--- src/rtl/flowMuxPkg.sv ---
// Flow mux package with shared sizes, payload types and slice state encoding
package flowMuxPkg;

  // ----------------------------------------------------------------------
  // Sizes
  // ----------------------------------------------------------------------

  // Number of producer flows feeding the mux
  localparam int NumFlows = 4;

  // Payload word width
  localparam int DataWidth = 16;

  // Enough bits to index every flow
  localparam int FlowIdWidth = 2;

  // ----------------------------------------------------------------------
  // Types
  // ----------------------------------------------------------------------

  // One payload word
  typedef logic [DataWidth-1:0] flowData_t;

  // Index of the flow a word came from
  typedef logic [FlowIdWidth-1:0] flowId_t;

  // Occupancy of the output register slice
  typedef enum logic [1:0] {
    sliceEmpty = 2'd0,  // nothing held, output invalid
    sliceOne   = 2'd1,  // main entry holds the output word
    sliceFull  = 2'd2   // main and skid entries both hold a word
  } sliceState_t;

endpackage : flowMuxPkg

--- src/rtl/flowIf.sv ---
// Ready/valid tagged flow bundle between the flow mux and the output slice
`timescale 1ns/1ns

interface flowIf
  import flowMuxPkg::*;
();

  // Handshake pair
  // A word moves on a rising clk edge with both high
  logic valid;
  logic ready;

  // Payload and the index of the flow it belongs to
  flowData_t data;
  flowId_t flowId;

  // Producer side
  modport source (
    output valid,
    output data,
    output flowId,
    input  ready
  );

  // Consumer side
  modport sink (
    input  valid,
    input  data,
    input  flowId,
    output ready
  );

endinterface : flowIf

--- src/rtl/arbFixed.sv ---
// Combinational fixed-priority arbiter where the lowest request index wins
`timescale 1ns/1ns

module arbFixed
  import flowMuxPkg::*;
(
  input  logic [NumFlows-1:0] request,
  output logic [NumFlows-1:0] canGrant,
  output logic [NumFlows-1:0] grant
);

  // ----------------------------------------------------------------------
  // Prefix OR of lower-index requests
  // ----------------------------------------------------------------------

  // Bit i is set when any flow below i requests
  logic [NumFlows-1:0] lowerRequest;

  always_comb begin
    // Flow 0 has nothing above it in priority
    lowerRequest[0] = 1'b0;
    for (int i = 1; i < NumFlows; i++) begin
      lowerRequest[i] = lowerRequest[i-1] | request[i-1];
    end
  end

  // ----------------------------------------------------------------------
  // Allow and grant
  // ----------------------------------------------------------------------

  // A flow may win only if nobody with higher priority asks
  assign canGrant = ~lowerRequest;

  // Masking keeps at most one bit set
  // Zero when no flow requests
  assign grant = request & canGrant;

endmodule : arbFixed

--- src/rtl/flowMuxCore.sv ---
// Flow mux datapath that turns arbiter grants into a tagged pop flow
`timescale 1ns/1ns

module flowMuxCore
  import flowMuxPkg::*;
(
  // Not used by this fixed-priority core
  // Kept so stateful arbiter variants can share the same port list
  input  logic                     clk,
  input  logic                     rst,

  // Arbiter side
  output logic [NumFlows-1:0]      request,
  input  logic [NumFlows-1:0]      canGrant,
  input  logic [NumFlows-1:0]      grant,

  // Push side, one handshake per flow
  input  logic [NumFlows-1:0]      pushValid,
  output logic [NumFlows-1:0]      pushReady,
  input  flowData_t [NumFlows-1:0] pushData,

  // Pop side toward the output slice
  flowIf.source                    pop
);

  // ----------------------------------------------------------------------
  // Requests and pop valid
  // ----------------------------------------------------------------------

  // Every valid flow asks for the output
  assign request = pushValid;

  // The lowest active flow always has canGrant set
  // So this reduces to the OR of all push valids
  assign pop.valid = |(pushValid & canGrant);

  // ----------------------------------------------------------------------
  // Data select and flow tag
  // ----------------------------------------------------------------------

  // Grant is one-hot or zero, so at most one branch fires
  // Data and tag may change while the slice stalls
  always_comb begin
    pop.data   = '0;
    pop.flowId = '0;
    for (int i = 0; i < NumFlows; i++) begin
      if (grant[i]) begin
        pop.data   = pushData[i];
        pop.flowId = flowId_t'(i);
      end
    end
  end

  // ----------------------------------------------------------------------
  // Push ready
  // ----------------------------------------------------------------------

  // Only the winner sees ready, and only when the slice can take a word
  assign pushReady = grant & {NumFlows{pop.ready}};

endmodule : flowMuxCore

--- src/rtl/flowMuxFixed.sv ---
// Fixed-priority flow mux joining the arbiter and the mux datapath, no delay
`timescale 1ns/1ns

module flowMuxFixed
  import flowMuxPkg::*;
(
  input  logic                     clk,
  input  logic                     rst,

  // Producer flows
  input  logic [NumFlows-1:0]      pushValid,
  output logic [NumFlows-1:0]      pushReady,
  input  flowData_t [NumFlows-1:0] pushData,

  // Granted flow with its tag
  // Valid may drop and data may switch while ready is low
  flowIf.source                    pop
);

  // ----------------------------------------------------------------------
  // Arbiter to core wiring
  // ----------------------------------------------------------------------

  logic [NumFlows-1:0] request;
  logic [NumFlows-1:0] canGrant;
  logic [NumFlows-1:0] grant;

  // Strict priority, flow 0 highest
  arbFixed arb (
    .request  (request),
    .canGrant (canGrant),
    .grant    (grant)
  );

  // ----------------------------------------------------------------------
  // Datapath
  // ----------------------------------------------------------------------

  // Steers the granted word and closes the push handshake
  flowMuxCore core (
    .clk       (clk),
    .rst       (rst),
    .request   (request),
    .canGrant  (canGrant),
    .grant     (grant),
    .pushValid (pushValid),
    .pushReady (pushReady),
    .pushData  (pushData),
    .pop       (pop)
  );

endmodule : flowMuxFixed

--- src/rtl/flowMuxTop.sv ---
// Top level of the fixed-priority flow mux with a registered output slice
`timescale 1ns/1ns

module flowMuxTop
  import flowMuxPkg::*;
(
  input  logic                     clk,
  input  logic                     rst,

  // ----------------------------------------------------------------------
  // Push side, one ready/valid pair per flow
  // ----------------------------------------------------------------------
  input  logic [NumFlows-1:0]      pushValid,
  output logic [NumFlows-1:0]      pushReady,
  input  flowData_t [NumFlows-1:0] pushData,

  // ----------------------------------------------------------------------
  // Pop side, stable under back-pressure
  // ----------------------------------------------------------------------
  output logic                     popValid,
  input  logic                     popReady,
  output flowData_t                popData,
  output flowId_t                  popFlowId
);

  // Mux to slice link
  flowIf muxToSlice ();

  // Zero-delay arbitration and steering
  flowMuxFixed mux (
    .clk       (clk),
    .rst       (rst),
    .pushValid (pushValid),
    .pushReady (pushReady),
    .pushData  (pushData),
    .pop       (muxToSlice.source)
  );

  // One cycle of latency, output held while popReady is low
  flowRegSlice slice (
    .clk       (clk),
    .rst       (rst),
    .in        (muxToSlice.sink),
    .outValid  (popValid),
    .outReady  (popReady),
    .outData   (popData),
    .outFlowId (popFlowId)
  );

endmodule : flowMuxTop

--- src/rtl/flowRegSlice.sv ---
// Two-entry register slice giving a stable full-throughput ready/valid output
`timescale 1ns/1ns

module flowRegSlice
  import flowMuxPkg::*;
(
  input  logic      clk,
  input  logic      rst,

  // Unstable tagged flow from the mux
  flowIf.sink       in,

  // Registered output
  output logic      outValid,
  input  logic      outReady,
  output flowData_t outData,
  output flowId_t   outFlowId
);

  // ----------------------------------------------------------------------
  // Storage
  // ----------------------------------------------------------------------

  sliceState_t state;

  // Main entry drives the output directly
  flowData_t mainData;
  flowId_t   mainId;

  // Skid entry catches the word that arrives during a stall
  flowData_t skidData;
  flowId_t   skidId;

  logic inXfer;
  logic outXfer;

  // Ready comes from the state register only
  // No combinational path from outReady back to the mux
  assign in.ready = (state != sliceFull);

  assign outValid  = (state != sliceEmpty);
  assign outData   = mainData;
  assign outFlowId = mainId;

  assign inXfer  = in.valid & in.ready;
  assign outXfer = outValid & outReady;

  // ----------------------------------------------------------------------
  // Occupancy FSM
  // ----------------------------------------------------------------------

  always_ff @(posedge clk) begin
    if (rst) begin
      state <= sliceEmpty;
    end else begin
      case (state)
        sliceEmpty: if (inXfer) state <= sliceOne;
        // Simultaneous push and pop keeps one word in flight
        sliceOne: begin
          if (inXfer && !outXfer) begin
            state <= sliceFull;
          end else if (!inXfer && outXfer) begin
            state <= sliceEmpty;
          end
        end
        // Input is blocked here, only the output can drain
        sliceFull: if (outXfer) state <= sliceOne;
        default: state <= sliceEmpty;
      endcase
    end
  end

  // ----------------------------------------------------------------------
  // Payload registers
  // ----------------------------------------------------------------------

  always_ff @(posedge clk) begin
    // Load main when it is empty or being popped this edge
    if (state == sliceFull) begin
      if (outXfer) begin
        mainData <= skidData;
        mainId   <= skidId;
      end
    end else if (inXfer && (state == sliceEmpty || outXfer)) begin
      mainData <= in.data;
      mainId   <= in.flowId;
    end
    // Stalled with one word held, park the newcomer
    if (state == sliceOne && inXfer && !outXfer) begin
      skidData <= in.data;
      skidId   <= in.flowId;
    end
  end

endmodule : flowRegSlice

--- config.mk ---
export PLATFORM = sky130hd
export DESIGN_NAME = flowMuxTop
export DESIGN_NICKNAME = d
export VERILOG_FILES = /design/src/rtl/flowMuxPkg.sv /design/src/rtl/flowIf.sv /design/src/rtl/arbFixed.sv /design/src/rtl/flowMuxCore.sv /design/src/rtl/flowMuxFixed.sv /design/src/rtl/flowMuxTop.sv /design/src/rtl/flowRegSlice.sv
export SDC_FILE = /design/constraint.sdc
export NUM_CORES = 1
export LEC_CHECK = 0
export ABC_AREA = 1
export BUFFER_PORTS_ARGS = -buffer_cell sky130_fd_sc_hd__buf_2
export CORE_UTILIZATION = 40
export DETAILED_ROUTE_END_ITERATION = 8
export GPL_ROUTABILITY_DRIVEN = 1
export HOLD_SLACK_MARGIN = 0.05
export PLACE_DENSITY = 0.72
export SLEW_MARGIN = 10
export SYNTH_ARGS = -nofsm -noshare
export SYNTH_HDL_FRONTEND = slang
export SYNTH_SLANG_ARGS = --single-unit
--- constraint.sdc ---
create_clock -name clk -period 5.4 [get_ports clk]
set_input_delay 0.54 -clock clk [delete_from_list [all_inputs] [get_ports clk]]
set_output_delay 0.54 -clock clk [all_outputs]
set_load 0.02 [all_outputs]
# Word level (Yosys, flattened, before mapping)
# Index checks and enable logic that the tools add are counted.
[op_classes]
n_addsub = 0
n_mul = 0
div = 0
order_cmp = 0
eq_ne = 6
n_shift = 0
n_mux = 18
bitwise_logic = 7
n_reduce_logical = 14
[ops]
columns = ["cell", "count"]
rows = [
  ["two-way mux 16 bit", 7],
  ["two-way mux 2 bit", 9],
  ["bitwise AND 4 bit", 2],
  ["case mux 2 bit (3 select lines)", 1],
  ["logical AND 1 bit", 5],
  ["inequality test 2 x 1 -> 1 bit (second input constant)", 2],
  ["inverter 4 bit", 1],
  ["nonzero test 2 bit", 2],
  ["OR reduction 4 bit", 1],
  ["inequality test 3 x 1 -> 1 bit (second input constant)", 1],
  ["AND reduction 3 bit", 1],
  ["bitwise AND 1 bit", 2],
  ["equality test 2 x 1 -> 1 bit (second input constant)", 1],
  ["equality test 2 bit (second input constant)", 1],
  ["zero test 1 bit", 2],
  ["zero test 2 bit", 1],
  ["inequality test 2 bit (second input constant)", 1],
  ["bitwise OR 1 bit", 2],
  ["AND reduction 2 bit", 1],
  ["logical OR 1 bit", 1],
  ["two-way mux 1 bit", 1],
]
[totals]
regBits = 38
latchBits = 0
ram_bits = 0
romBits = 0
input_bits = 71
memories = 0

# Depth between registers and ports, before layout
[depth]
ltp_word = 11
mapped_depth = 9
depth_no_buf = 7

# Cells and area by module
# A second synthesis with hierarchy kept.
[unflattened]
cells_unflattened = 329
area_unflattened_um2 = 2491.1
[modules_own_cells]
columns = ["module", "n_inst", "cells_per_inst", "area_each_um2"]
rows = [
  ["flowRegSlice", 1, 120, 1470.2],
  ["flowMuxCore", 1, 196, 955.9],
  ["arbFixed", 1, 13, 65.1],
]

# Worst setup path before layout
# No wires, ideal clock.
[synth_timing]
path_kind = "in2reg"
start = "input port pushValid[1]"
end = "register slice.mainData[0], in the netlist slice.outData[0] (enable)"
setup_time_ns = 0.401
t_arrival_ns = 1.843
required_ns = 4.999
setup_slack_ns = 3.155
cell_stages = 5
n_path_buf = 1
path_cell_list = "buf_4 nor2_1 nand3_1 nand2_1 a22oi_1"
[synth_via]
elab_chain_len = 9
[synth_rtl]
columns = ["item", "line", "text"]
rows = [
  ["start, declared", "flowMuxTop.sv:13", "input logic [NumFlows-1:0] pushValid,"],
  ["bitwise OR 1 bit (2 in series)", "arbFixed.sv:23", "lowerRequest[i] = lowerRequest[i-1] | request[i-1];"],
  ["inverter 4 bit", "arbFixed.sv:32", "assign canGrant = ~lowerRequest;"],
  ["bitwise AND 4 bit (*)", "flowMuxCore.sv:35", "assign pop.valid = |(pushValid & canGrant);"],
  ["OR reduction 4 bit (*)", "flowMuxCore.sv:35", ""],
  ["bitwise AND 1 bit (*)", "flowRegSlice.sv:45", "assign inXfer = in.valid & in.ready;"],
  ["logical AND 1 bit (*)", "flowRegSlice.sv:84", "end else if (inXfer && (state == sliceEmpty || outXfer)) begin"],
  ["nonzero test 2 bit (no line) (*)", "-", ""],
  ["AND reduction 2 bit (no line) (*)", "-", ""],
  ["end signal, assigned", "flowRegSlice.sv:81", "mainData <= skidData;"],
  ["end signal, assigned", "flowRegSlice.sv:85", "mainData <= in.data;"],
  ["end, declared", "flowRegSlice.sv:27", "flowData_t mainData;"],
]
# Every way passes the cells marked *; elsewhere a longest branch is shown, timed or not.
# A chain may end at the register's enable or synchronous reset.

# Final worst setup path
[layout_timing]
start = "register slice.state[0]"
end = "output port pushReady[1]"
[layout_via]
elab_chain_len = 2
[layout_rtl]
columns = ["item", "line", "text"]
rows = [
  ["start, declared", "flowRegSlice.sv:24", "sliceState_t state;"],
  ["start signal, assigned", "flowRegSlice.sv:54", "state <= sliceEmpty;"],
  ["start signal, assigned", "flowRegSlice.sv:57", "sliceEmpty: if (inXfer) state <= sliceOne;"],
  ["start signal, assigned", "flowRegSlice.sv:61", "state <= sliceFull;"],
  ["inequality test 2 bit", "flowRegSlice.sv:39", "assign in.ready = (state != sliceFull);"],
  ["bitwise AND 4 bit", "flowMuxCore.sv:59", "assign pushReady = grant & {NumFlows{pop.ready}};"],
  ["end, declared", "flowMuxTop.sv:14", "output logic [NumFlows-1:0] pushReady,"],
]
# No other way between the ends.

==> out/qor.yml <==
status:
  status: "finished clean"
run:
  maxCapViolations: 0
clocking:
  cts_resized: 0
  ctsHoldBuffers: 0
  numCtsBuffers: 5
  clock_path_buffers: 2
  htreeDepth: 2
  clk_latency_ps: 290
  cts.reportedPaths.clkPinSlew_ps: 70
  tritoncts: "yes"
  cts_setup_buffers: 0
  cts_root_buf: "clkbuf_8"
  clock_sinks: 38
yosys:
  yosys.area.top_type: "edfxtp_1"
  yosysSeqAreaShare: 0.548
  synth_edf_count: 36
  netlist_area_sq_um: 2050
  synth_top_area_share: 0.528
  synth_ff_type: "edfxtp_1"
  ys_seq_elements: 38
  yosysWarnings: 0
  syn_nets: 309
  synth_area_leaders: "edfxtp_1 53%, nand2_1 23%, nand3_1 4.9%"
  synth.distinct_cells: 21
  synth.top_cells.by_count: "123 x nand2_1, 36 x edfxtp_1, 20 x nand3_1, 11 x inv_1, 10 x nand3b_1"
  yosysMostFrequentCell: "nand2_1"
  syn_area_per_cell_sq_um: 8.60
  synth_cells: 238
  synth-async-reset-ratio: 0
global_routing:
  top_usage_layer: "met2"
  gr-total-overflow: 0
  globalRouteMet3Util: 0.0453
  grt_max_degree: 24
  grtUsageTotal: 0.187
  gr-usage-met1: 0.251
  grt_pass1_vias: 1691
  antenna_found_initial: 0
  grt_use_met2: 0.287
  grt_pass1_wl_um: 7520
timing:
  setup_tns_ps: 0
  max_freq_mhz: 356
  hold_viol: 0
  finalMaxSlewViolations: 0
  post-route-period-util: 0.520
  skew_ps: 6.38
  whs_ps: 410
  slew_headroom: 0.537
  worst_pin_slew_ps: 693
  rsz0062_at_grt: "false"
  fin_ws_ps: 2590
  setup_viol: 0
  post-route-min-period_ps: 2810
detailed_routing:
  viasPerCell: 4.64
  drt_pass1_iterations: 4
  ant_nets: 0
  routedWlPerCell_um: 11.8
  drcViolationCount: 0
  wl_um: 4660
  vias: 1836
  initialDrtViolationCount: 65
floorplanning:
  die_x_um: 73.5
  start_util: 0.425
  dieArea_sq_um: 5400
  rows: 25
  die_h_um: 73.5
  core_area_sq_um: 4820
  io_pins: 94
pwr:
  p_leak_nw: 1.33
  power_density_nw_per_um2: 279
  total_power_mw: 0.731
  ir_drop_mv: 0.0992
final_layout:
  antenna_cells: 0
  drive_above_1_share: 0.340
  area_growth_pct: 28.3
  fin_nets: 399
place:
  gp_congestion: 0.827
  io_buffer_count: 93
  pre_cts_slack_ps: 2870
  dp_hpwl_um: 3490
critical_path:
  startpoint_type: "register"
  cp.arrival_ps: 2270
  path_class: "register to primary output"
  crit_required_ps: 4860
  end_kind: "primary output"
  crit_fanout: 23
worst_hold_path:
  min_path_type: "primary input to register"
-- cells by family after synthesis --
logic type / Yosys count / synth area share
AOI/OAI and AO/OA: 7 / 0.0184
and+or+nand+nor: 169 / 0.377
DFF: 38 / 0.548
buffers and inverters: 24 / 0.0569
-- worst max-delay path: stages, from the launching register on --
cell and delay, ps:
dfxtp_1 420, inv_1 80, nand2_1 460, inv_1 510
nor2_1 300, buf_2 210
-- power breakdown --
part           switching [mW]  internal, mW
clock network           0.100        0.0883
registers             0.00849         0.368
logic                   0.107        0.0599
-- through the flow --
| stage | util | instances | instance area (sq um) |
|---|---|---|---|
| after floorplan | - | 238 | 2050 |
| after global placement | 0.527 | 388 | 2540 |
| after detailed placement | 0.527 | 388 | 2540 |
| after CTS | 0.545 | 396 | 2630 |
| after global routing | 0.545 | 396 | 2630 |
| final | 0.545 | 396 | 2630 |
-- metal layers --
metal	share of wire	wire, um
met2	0.47	2180
met5	0	0
met1	0.46	2120
met3	0.064	300
met4	0.012	56
-- layout by cell type (no fill, tap or decap), drive strengths merged --
master    count
dfxtp         2
clkinv        3
clkinvlp      1
nor3          2
buf          94
nand2       124
o21ai         2
clkbuf        5
nand3b       16
nand3        20
edfxtp       36
a21oi         4
inv          12
a22oi         1
nor2          7
-- cell type report --
class / count / area, sq um
flip-flops and latches: 38 / 1120
inverters: 13 / 53.8
multi-input cells: 176 / 808
fillers: 495 / 2190
well taps: 67 / 83.8
repair buffers: 94 / 473
clock inverters: 3 / 16.3
clock buffers: 5 / 68.8
-- final timing paths --
kind,slack [ps],to,startpoint,depth (start not counted)
max,2590,pushReady[1],slice.state[0],5
min,410,slice.state[1],rst,2
max reg2reg,3280,slice.outFlowId[0],slice.state[0],6
min reg2reg,530,slice.outData[15],slice.skidData[15],2
-- flip-flops by register name, indices dropped and copies added (netlist names) --
signal and cells:
slice.state 2, slice.skidData 16, slice.outData 16, slice.outFlowId 2, slice.skidId 2
Power figures use the tool's default switching activity.
